File: src/periphPkg.sv
//--------------------------------------------------------------------------
// Shared widths, address map and register offsets for the timer subsystem.
//--------------------------------------------------------------------------
package periphPkg;

	// Bus widths.
	localparam int DATA_W   = 16;
	localparam int ADDR_W   = 4;
	localparam int REG_W    = 2;
	localparam int REGION_W = ADDR_W - REG_W;

	// Region codes, top address bits.
	localparam logic [REGION_W-1:0] REGION_TMR0 = 2'd0;
	localparam logic [REGION_W-1:0] REGION_TMR1 = 2'd1;
	localparam logic [REGION_W-1:0] REGION_INTC = 2'd2;
	// Region 3 is left unmapped.

	// Timer register offsets.
	localparam logic [REG_W-1:0] TMR_CTRL  = 2'd0;
	localparam logic [REG_W-1:0] TMR_COUNT = 2'd1;
	localparam logic [REG_W-1:0] TMR_MAX   = 2'd2;

	// Interrupt controller offsets.
	localparam logic [REG_W-1:0] INTC_PEND = 2'd0;
	localparam logic [REG_W-1:0] INTC_MASK = 2'd1;

	// Timer control register layout.
	localparam int PRE_W        = 4;
	localparam int CTRL_EN_BIT  = 0;
	localparam int CTRL_PRE_LSB = 4;

	// One source per timer.
	localparam int NUM_IRQ = 2;

	// Granted host.
	typedef enum logic {HOST_CPU = 1'b0, HOST_DBG = 1'b1} hostSel_t;

endpackage

File: src/memBusIf.sv
//--------------------------------------------------------------------------
// Single-cycle memory-map bus shared by arbiter, decoder and devices.
//--------------------------------------------------------------------------
`timescale 1ns/100ps

interface memBusIf
	import periphPkg::*;
();

	// Access signals.
	logic [ADDR_W-1:0] addr;
	logic [DATA_W-1:0] wrData;
	logic              wrEn;
	logic [DATA_W-1:0] rdData;

	// Marks a valid access to this bus segment.
	logic              sel;

	// Host side drives the access.
	modport host (
		output addr, wrData, wrEn, sel,
		input  rdData
	);

	// Device side answers with read data.
	modport device (
		input  addr, wrData, wrEn, sel,
		output rdData
	);

endinterface

File: src/busArbiter.sv
//--------------------------------------------------------------------------
// Round-robin arbiter putting the CPU or debug host onto the shared bus.
//--------------------------------------------------------------------------
`timescale 1ns/100ps

module busArbiter
	import periphPkg::*;
(
	input  logic              i_clk,
	input  logic              i_rstN,

	// CPU data port.
	input  logic              i_cpuReq,
	input  logic [ADDR_W-1:0] i_cpuAddr,
	input  logic [DATA_W-1:0] i_cpuWrData,
	input  logic              i_cpuWrEn,
	output logic              o_cpuGnt,
	output logic [DATA_W-1:0] o_cpuRdData,

	// Debug port.
	input  logic              i_dbgReq,
	input  logic [ADDR_W-1:0] i_dbgAddr,
	input  logic [DATA_W-1:0] i_dbgWrData,
	input  logic              i_dbgWrEn,
	output logic              o_dbgGnt,
	output logic [DATA_W-1:0] o_dbgRdData,

	// Shared bus.
	memBusIf.host             busM
);

	hostSel_t lastGnt;
	hostSel_t winner;
	logic     anyReq;

	//----------------------------------------------------------------------
	// Winner selection.
	assign anyReq = i_cpuReq | i_dbgReq;

	always_comb begin
		winner = HOST_CPU;
		if (i_cpuReq && i_dbgReq) begin
			// Tie goes to the host not served last.
			winner = (lastGnt == HOST_CPU) ? HOST_DBG : HOST_CPU;
		end else if (i_dbgReq) begin
			winner = HOST_DBG;
		end
	end

	// Last grant; starts as debug so the CPU wins the first tie.
	always_ff @(posedge i_clk or negedge i_rstN) begin
		if (!i_rstN) begin
			lastGnt <= HOST_DBG;
		end else if (anyReq) begin
			lastGnt <= winner;
		end
	end

	//----------------------------------------------------------------------
	// Grants, valid only with a request.
	assign o_cpuGnt = anyReq & (winner == HOST_CPU);
	assign o_dbgGnt = anyReq & (winner == HOST_DBG);

	// Winner's access onto the bus.
	assign busM.sel    = anyReq;
	assign busM.addr   = (winner == HOST_DBG) ? i_dbgAddr : i_cpuAddr;
	assign busM.wrData = (winner == HOST_DBG) ? i_dbgWrData : i_cpuWrData;
	assign busM.wrEn   = anyReq & ((winner == HOST_DBG) ? i_dbgWrEn : i_cpuWrEn);

	// Read data back to the granted host only.
	assign o_cpuRdData = o_cpuGnt ? busM.rdData : '0;
	assign o_dbgRdData = o_dbgGnt ? busM.rdData : '0;

endmodule

File: src/periphDecoder.sv
//--------------------------------------------------------------------------
// Region decoder: device selects from the shared bus and read data return.
//--------------------------------------------------------------------------
`timescale 1ns/100ps

module periphDecoder
	import periphPkg::*;
(
	memBusIf.device busS,
	memBusIf.host   tmr0M,
	memBusIf.host   tmr1M,
	memBusIf.host   intcM
);

	logic [REGION_W-1:0] region;
	logic [ADDR_W-1:0]   regAddr;

	// Region from top bits; devices see only the offset.
	assign region  = busS.addr[ADDR_W-1:REG_W];
	assign regAddr = {{REGION_W{1'b0}}, busS.addr[REG_W-1:0]};

	//----------------------------------------------------------------------
	// Device selects.
	assign tmr0M.sel = busS.sel & (region == REGION_TMR0);
	assign tmr1M.sel = busS.sel & (region == REGION_TMR1);
	assign intcM.sel = busS.sel & (region == REGION_INTC);

	// Offset and data fan out.
	assign tmr0M.addr   = regAddr;
	assign tmr0M.wrData = busS.wrData;
	assign tmr0M.wrEn   = busS.wrEn;
	assign tmr1M.addr   = regAddr;
	assign tmr1M.wrData = busS.wrData;
	assign tmr1M.wrEn   = busS.wrEn;
	assign intcM.addr   = regAddr;
	assign intcM.wrData = busS.wrData;
	assign intcM.wrEn   = busS.wrEn;

	//----------------------------------------------------------------------
	// Read data mux.
	always_comb begin
		case (region)
			REGION_TMR0: busS.rdData = tmr0M.rdData;
			REGION_TMR1: busS.rdData = tmr1M.rdData;
			REGION_INTC: busS.rdData = intcM.rdData;
			// Unmapped region.
			default:     busS.rdData = '0;
		endcase
	end

endmodule

File: src/timer.sv
//--------------------------------------------------------------------------
// 16-bit up-counter with prescale, max count and one-cycle wrap interrupt.
// Registers: control (enable, prescale), count and max count.
//--------------------------------------------------------------------------
`timescale 1ns/100ps

module timer
	import periphPkg::*;
(
	input  logic   i_clk,
	input  logic   i_rstN,
	memBusIf.device bus,
	input  logic   i_smIsBooted,
	input  logic   i_smStartPause,
	output logic   o_intTMR
);

	// Register offset.
	logic [REG_W-1:0]  regOff;

	// Write strobes.
	logic              isCtrlWr;
	logic              isCntWr;
	logic              isMaxWr;

	// Counter state controls.
	logic              doPause;
	logic              isPreMatch;
	logic              isMaxMatch;
	logic              doInc;

	// Registers.
	logic              enableQ;
	logic [PRE_W-1:0]  preQ;
	logic [PRE_W-1:0]  scaleQ;
	logic [DATA_W-1:0] cntQ;
	logic [DATA_W-1:0] maxQ;
	logic              intQ;

	// Control read-back.
	logic [DATA_W-1:0] ctrlRd;

	//----------------------------------------------------------------------
	// Address and state controls.
	assign regOff     = bus.addr[REG_W-1:0];
	assign isCtrlWr   = bus.sel & bus.wrEn & (regOff == TMR_CTRL);
	assign isCntWr    = bus.sel & bus.wrEn & (regOff == TMR_COUNT);
	assign isMaxWr    = bus.sel & bus.wrEn & (regOff == TMR_MAX);
	assign doPause    = ~i_smIsBooted | i_smStartPause;
	assign isPreMatch = (scaleQ == preQ);
	assign isMaxMatch = (cntQ == maxQ);
	assign doInc      = isPreMatch & enableQ & ~doPause;

	//----------------------------------------------------------------------
	// Control and max registers.
	always_ff @(posedge i_clk or negedge i_rstN) begin
		if (!i_rstN) begin
			enableQ <= 1'b0;
			preQ    <= '0;
			maxQ    <= '0;
		end else begin
			if (isCtrlWr) begin
				enableQ <= bus.wrData[CTRL_EN_BIT];
				preQ    <= bus.wrData[CTRL_PRE_LSB +: PRE_W];
			end
			if (isMaxWr)
				maxQ <= bus.wrData;
		end
	end

	// Prescaler; restarts on match, control write or pause.
	always_ff @(posedge i_clk or negedge i_rstN) begin
		if (!i_rstN)
			scaleQ <= '0;
		else if (isPreMatch || isCtrlWr || doPause)
			scaleQ <= '0;
		else
			scaleQ <= scaleQ + PRE_W'(1);
	end

	//----------------------------------------------------------------------
	// Count register.
	always_ff @(posedge i_clk or negedge i_rstN) begin
		if (!i_rstN) begin
			cntQ <= '0;
		end else if (isMaxWr) begin
			// New max restarts the count.
			cntQ <= '0;
		end else if (isCntWr) begin
			cntQ <= bus.wrData;
		end else if (doInc) begin
			cntQ <= isMaxMatch ? '0 : cntQ + DATA_W'(1);
		end
	end

	// Wrap pulse, one cycle.
	always_ff @(posedge i_clk or negedge i_rstN) begin
		if (!i_rstN)
			intQ <= 1'b0;
		else
			intQ <= isMaxMatch & doInc;
	end

	assign o_intTMR = intQ;

	//----------------------------------------------------------------------
	// Read data.
	always_comb begin
		ctrlRd                             = '0;
		ctrlRd[CTRL_EN_BIT]                = enableQ;
		ctrlRd[CTRL_PRE_LSB +: PRE_W]      = preQ;
	end

	always_comb begin
		case (regOff)
			TMR_CTRL:  bus.rdData = ctrlRd;
			TMR_COUNT: bus.rdData = cntQ;
			TMR_MAX:   bus.rdData = maxQ;
			default:   bus.rdData = '0;
		endcase
	end

endmodule

File: src/intCtrl.sv
//--------------------------------------------------------------------------
// Interrupt controller: pending and mask registers, one registered line.
//--------------------------------------------------------------------------
`timescale 1ns/100ps

module intCtrl
	import periphPkg::*;
(
	input  logic               i_clk,
	input  logic               i_rstN,
	memBusIf.device            bus,
	input  logic [NUM_IRQ-1:0] i_irqSrc,
	output logic               o_irq
);

	logic [REG_W-1:0]   regOff;
	logic               isPendWr;
	logic               isMaskWr;
	logic [NUM_IRQ-1:0] pendQ;
	logic [NUM_IRQ-1:0] maskQ;
	logic               irqQ;

	//----------------------------------------------------------------------
	// Write strobes.
	assign regOff   = bus.addr[REG_W-1:0];
	assign isPendWr = bus.sel & bus.wrEn & (regOff == INTC_PEND);
	assign isMaskWr = bus.sel & bus.wrEn & (regOff == INTC_MASK);

	// Pending bits, write one to clear; new pulse wins.
	always_ff @(posedge i_clk or negedge i_rstN) begin
		if (!i_rstN) begin
			pendQ <= '0;
			maskQ <= '0;
			irqQ  <= 1'b0;
		end else begin
			if (isPendWr)
				pendQ <= (pendQ & ~bus.wrData[NUM_IRQ-1:0]) | i_irqSrc;
			else
				pendQ <= pendQ | i_irqSrc;
			if (isMaskWr)
				maskQ <= bus.wrData[NUM_IRQ-1:0];
			// Line follows pending bits one cycle late.
			irqQ <= |(pendQ & maskQ);
		end
	end

	assign o_irq = irqQ;

	//----------------------------------------------------------------------
	// Read data.
	always_comb begin
		case (regOff)
			INTC_PEND: bus.rdData = {{(DATA_W-NUM_IRQ){1'b0}}, pendQ};
			INTC_MASK: bus.rdData = {{(DATA_W-NUM_IRQ){1'b0}}, maskQ};
			default:   bus.rdData = '0;
		endcase
	end

endmodule

File: src/timerSubsys.sv
//--------------------------------------------------------------------------
// Timer subsystem top: two hosts, arbiter, decoder, two timers, IRQ ctrl.
//--------------------------------------------------------------------------
`timescale 1ns/100ps

module timerSubsys
	import periphPkg::*;
(
	input  logic              i_clk,
	input  logic              i_rstN,

	// CPU data port.
	input  logic              i_cpuReq,
	input  logic [ADDR_W-1:0] i_cpuAddr,
	input  logic [DATA_W-1:0] i_cpuWrData,
	input  logic              i_cpuWrEn,
	output logic              o_cpuGnt,
	output logic [DATA_W-1:0] o_cpuRdData,

	// Debug port.
	input  logic              i_dbgReq,
	input  logic [ADDR_W-1:0] i_dbgAddr,
	input  logic [DATA_W-1:0] i_dbgWrData,
	input  logic              i_dbgWrEn,
	output logic              o_dbgGnt,
	output logic [DATA_W-1:0] o_dbgRdData,

	// System state and interrupt.
	input  logic              i_smIsBooted,
	input  logic              i_smStartPause,
	output logic              o_irq
);

	logic [NUM_IRQ-1:0] irqSrc;

	// Bus segments.
	memBusIf sharedBus ();
	memBusIf tmr0Bus ();
	memBusIf tmr1Bus ();
	memBusIf intcBus ();

	//----------------------------------------------------------------------
	// Host side.
	busArbiter arbiter_i (
		.i_clk      (i_clk),
		.i_rstN     (i_rstN),
		.i_cpuReq   (i_cpuReq),
		.i_cpuAddr  (i_cpuAddr),
		.i_cpuWrData(i_cpuWrData),
		.i_cpuWrEn  (i_cpuWrEn),
		.o_cpuGnt   (o_cpuGnt),
		.o_cpuRdData(o_cpuRdData),
		.i_dbgReq   (i_dbgReq),
		.i_dbgAddr  (i_dbgAddr),
		.i_dbgWrData(i_dbgWrData),
		.i_dbgWrEn  (i_dbgWrEn),
		.o_dbgGnt   (o_dbgGnt),
		.o_dbgRdData(o_dbgRdData),
		.busM       (sharedBus.host)
	);

	periphDecoder decoder_i (
		.busS (sharedBus.device),
		.tmr0M(tmr0Bus.host),
		.tmr1M(tmr1Bus.host),
		.intcM(intcBus.host)
	);

	//----------------------------------------------------------------------
	// Devices. Timer 0 is source bit 0.
	timer timer0_i (
		.i_clk         (i_clk),
		.i_rstN        (i_rstN),
		.bus           (tmr0Bus.device),
		.i_smIsBooted  (i_smIsBooted),
		.i_smStartPause(i_smStartPause),
		.o_intTMR      (irqSrc[0])
	);

	timer timer1_i (
		.i_clk         (i_clk),
		.i_rstN        (i_rstN),
		.bus           (tmr1Bus.device),
		.i_smIsBooted  (i_smIsBooted),
		.i_smStartPause(i_smStartPause),
		.o_intTMR      (irqSrc[1])
	);

	intCtrl intCtrl_i (
		.i_clk   (i_clk),
		.i_rstN  (i_rstN),
		.bus     (intcBus.device),
		.i_irqSrc(irqSrc),
		.o_irq   (o_irq)
	);

endmodule

File: config.mk
export PLATFORM = sky130hd
export DESIGN_NAME = timerSubsys
export DESIGN_NICKNAME = d
export VERILOG_FILES = /design/src/periphPkg.sv /design/src/memBusIf.sv /design/src/busArbiter.sv /design/src/periphDecoder.sv /design/src/timer.sv /design/src/intCtrl.sv /design/src/timerSubsys.sv
export SDC_FILE = /design/constraint.sdc
export NUM_CORES = 1
export LEC_CHECK = 0
export ABC_AREA = 1
export BUFFER_PORTS_ARGS = -buffer_cell sky130_fd_sc_hd__buf_2
export CAP_MARGIN = 20
export CELL_PAD_IN_SITES_DETAIL_PLACEMENT = 0
export CELL_PAD_IN_SITES_GLOBAL_PLACEMENT = 1
export CORE_AREA = 2 2 135 137
export DETAILED_ROUTE_END_ITERATION = 10
export DIE_AREA = 0 0 137 139
export GPL_ROUTABILITY_DRIVEN = 0
export PLACE_DENSITY_LB_ADDON = 0.1
export SLEW_MARGIN = 20
export SYNTH_ARGS = -nofsm -noshare
export SYNTH_HDL_FRONTEND = slang
export SYNTH_HIERARCHICAL = 1
export SYNTH_SLANG_ARGS = --single-unit
File: constraint.sdc
create_clock -name i_clk -period 3 [get_ports i_clk]
set_clock_uncertainty 0.1 [all_clocks]
set_input_delay 0.6 -clock i_clk [delete_from_list [all_inputs] [get_ports i_clk]]
set_output_delay 0.6 -clock i_clk [all_outputs]
set_load 0.02 [all_outputs]
==> summary.txt <==
Floorplan
  – Die area: 19000 um2
  – Die height: 139 um
  – Total I/O pin count: 83
  – Row count: 49
  – Core Region: 17700 um2
  – Initial Utilization: 0.404
  – Die width: 137 um

Clocking
  – Clock Sinks: 90
  – Cts hold-fix bufs: 0
  – Root Driver: clkbuf_16
  – # H-tree levels: 3
  – Clock latency on the worst-skew pair: 350 ps
  – CTS Buffer Depth: 2
  – CTS tree: built
  – TritonCTS buffer count: 9
  – CTS clock-pin slew for the worst setup and hold paths: 60 ps

Worst setup path
  – Worst-case reg-to-reg path depth: 16
  – WP data arrival: 2370 ps
  – Worst path depth: 15
  – Crit start category: flop
  – Start point of the critical path: arbiter_i/lastGnt
  – Biggest cell delay along the critical path: 540 ps
  – Slowest stage cell, crit path: dfstp_2
  – Critical path, cell by cell: nand2_2, nand2_4, inv_4, nand2_2, nand2_4, buf_4, nor2_4, buf_6, nand2_1, o221ai_4, nand3_1, nand3_1, inv_1, nor2_1, buf_4
  – Critical path class: reg -> out
  – FF-to-FF End: timer1_i/cntQ[10]
  – CP Data Required Time: 2300 ps
  – R2R setup slack: 260 ps
  – CP Capture Type: output pin
  – Critical Path End: o_cpuRdData[5]
  – Crit-path leading delay family: simple AND/OR/NAND/NOR gates
  – Crit path max fanout: 6
  – Buffers & Inverters on Critical Path: 5
  – Reg-to-reg critical path startpoint: arbiter_i/lastGnt

Layout
  – Final Non-Filler Cells: 1428
  – Final nets: 1248
  – Layout area overhead: 18.1%
  – Fill count: 1905
  – Share of cells above drive strength 1: 0.218
  – Ant. Diodes: 0

Detailed routing
  – Avg WL per Cell: 16.2 um
  – Antenna Violating Nets Remaining: 0
  – DRT iter0 DRCs: 499
  – Via density: 4.96
  – Via count: 7080
  – Detailed Route WL: 23.1 mm
  – DRC: 0
  – First-pass DRT Iterations: 5

Power and ir drop
  – Internal power: 3.32 mW
  – Sw Pwr: 2.56 mW
  – Tot Pwr: 5.88 mW
  – Leak: 4.43 nW
  – Maximum vdd drop: 0.000335 V
  – Part of the power in registers: 0.358
  – Combinational fraction of design power: 0.450
  – Clock power share: 0.192
  – Pwr per Cell Area: 698 nW/um2
  – Sw frac: 0.435

Yosys
  – Mean Syn Cell Area: 6.32 um2
  – Yosys warns: 6
  – Synthesized cell area: 7130 um2
  – Synth Instances: 1129

Timing
  – Max Freq: 0.325 GHz
  – Final WS setup: -74.6 ps
  – Hold Fails Final Rpt: 0
  – RSZ-0062 raised after global routing: true
  – Setup TNS: -777 ps
  – Least-Margin Pin Slew: 536 ps
  – Final setup vio count: 24
  – Slew Viols, Final: 0
  – Final cycle utilization of the critical path: 1.02
  – Max-slew headroom: 0.641
  – Tmin final: 3070 ps
  – Worst hold margin: 99.6 ps

Global route
  – Largest net degree at the start of global routing: 52
  – Total track usage: 0.246
  – Met1 usage: 0.353
  – First-pass GRT wire length: 36.1 mm
  – Initial antenna violation count: 0
  – Vias in the first global route: 6588
  – Total gr overflow: 0
  – Met2 Usage GRT: 0.396
  – Gr busiest metal: met2
  – Met3 Usage GRT: 0.0311

Placement
  – # port buffers: 82
  – Post-DP HPWL: 17.3 mm
  – Pre-CTS WS: -150 ps
  – Placed Cells: 1406

Job
  – Max-Cap Viols: 0

Run status
  – Status: finished, violations left
  – Failing checks: setup timing

Min path
  – Worst Hold Class: in -> async
[through the flow]
stage          instance area, um2  utilization
3_3_place_gp                 7580        0.429
6_report                     8420        0.477
5_1_grt                      8420        0.477
3_5_place_dp                 7580        0.429
4_1_cts                      8200        0.465
2_1_floorplan                7180            -
[power by group through the flow]
stage	clock network [mW]	registers [mW]	logic, mW
floorplan	0	1.98	1.85
finish	1.13	2.10	2.65
global route	1.22	2.17	2.99
detailed placement	0	2.12	2.37
CTS	1.17	2.10	2.55
global placement	0	2.11	2.35
[worst min-delay path by stage]
| stage | start | slack, ps | endpoint |
|---|---|---|---|
| 2_1_floorplan | i_rstN | 200 | intCtrl_i/maskQ[0] |
| 3_3_place_gp | timer1_i/o_intTMR | 330 | intCtrl_i/pendQ[1] |
| 3_5_place_dp | timer1_i/o_intTMR | 340 | intCtrl_i/pendQ[1] |
| 4_1_cts | i_rstN | 110 | intCtrl_i/maskQ[0] |
| 5_1_grt | i_rstN | 130 | intCtrl_i/maskQ[0] |
| 6_report | i_rstN | 100 | intCtrl_i/maskQ[0] |
[layout by cell type (no fill, tap or decap), types with 2 or more instances in the layout]
| cell | instances |
|---|---|
| nor2_2 | 14 |
| nor3_2 | 2 |
| nor2_4 | 4 |
| inv_2 | 13 |
| mux2_2 | 8 |
| buf_6 | 14 |
| or2_2 | 3 |
| nor3_1 | 3 |
| clkbuf_1 | 2 |
| inv_4 | 6 |
| o22ai_2 | 12 |
| xnor2_1 | 2 |
| buf_4 | 68 |
| a21oi_1 | 14 |
| o22ai_4 | 2 |
| o221ai_2 | 9 |
| o21ai_0 | 38 |
| conb_1 | 14 |
| nor2_1 | 96 |
| buf_12 | 4 |
| buf_2 | 49 |
| nand2_1 | 437 |
| buf_8 | 2 |
| xor2_1 | 18 |
| inv_1 | 111 |
| nand3_1 | 88 |
| nand2_4 | 7 |
| o22ai_1 | 11 |
| clkbuf_16 | 9 |
| nand3_2 | 14 |
| dfrtp_1 | 89 |
| nand2_2 | 14 |
| ha_1 | 4 |
| nand4_1 | 8 |
[state kept, by name (all words and copies together) (netlist names)]
register	cells
timer0_i/cntQ	16
timer0_i/maxQ	16
timer1_i/cntQ	16
timer1_i/maxQ	16
timer0_i/preQ	4
timer0_i/scaleQ	4
timer1_i/preQ	4
timer1_i/scaleQ	4
intCtrl_i/maskQ	2
intCtrl_i/pendQ	2
arbiter_i/lastGnt	1
intCtrl_i/o_irq	1
timer0_i/enableQ	1
timer0_i/o_intTMR	1
timer1_i/enableQ	1
timer1_i/o_intTMR	1
[area by class of cell]
| type | instances | area, um2 | area share |
|---|---|---|---|
| flip-flops and latches | 90 | 2250 | 0.268 |
| inverters | 132 | 518 | 0.0615 |
| well taps | 229 | 287 | 0.0340 |
| multi-input cells | 826 | 4070 | 0.483 |
| repair buffers | 137 | 1020 | 0.122 |
| clock inverters | 3 | 42.5 | 0.00505 |
| clock buffers | 11 | 233 | 0.0276 |
[layer usage]
layer	part of all wire	routed length (um)	vias to the layer above
met1	0.47	10800	3309
met5	0	0	-
met3	0.052	1210	17
met4	0.012	267	0
li1	-	-	3580
met2	0.47	10800	174
[what timing repair did]
| item | 4_1_cts | 5_1_grt |
|---|---|---|
| setup buffers | 5 | 3 |
| resized for setup | 85 | 53 |
| endpoints found under the setup margin | 32 | 46 |
| pin swaps | 6 | 18 |
No activity file was read; power rests on OpenSTA's default activity.
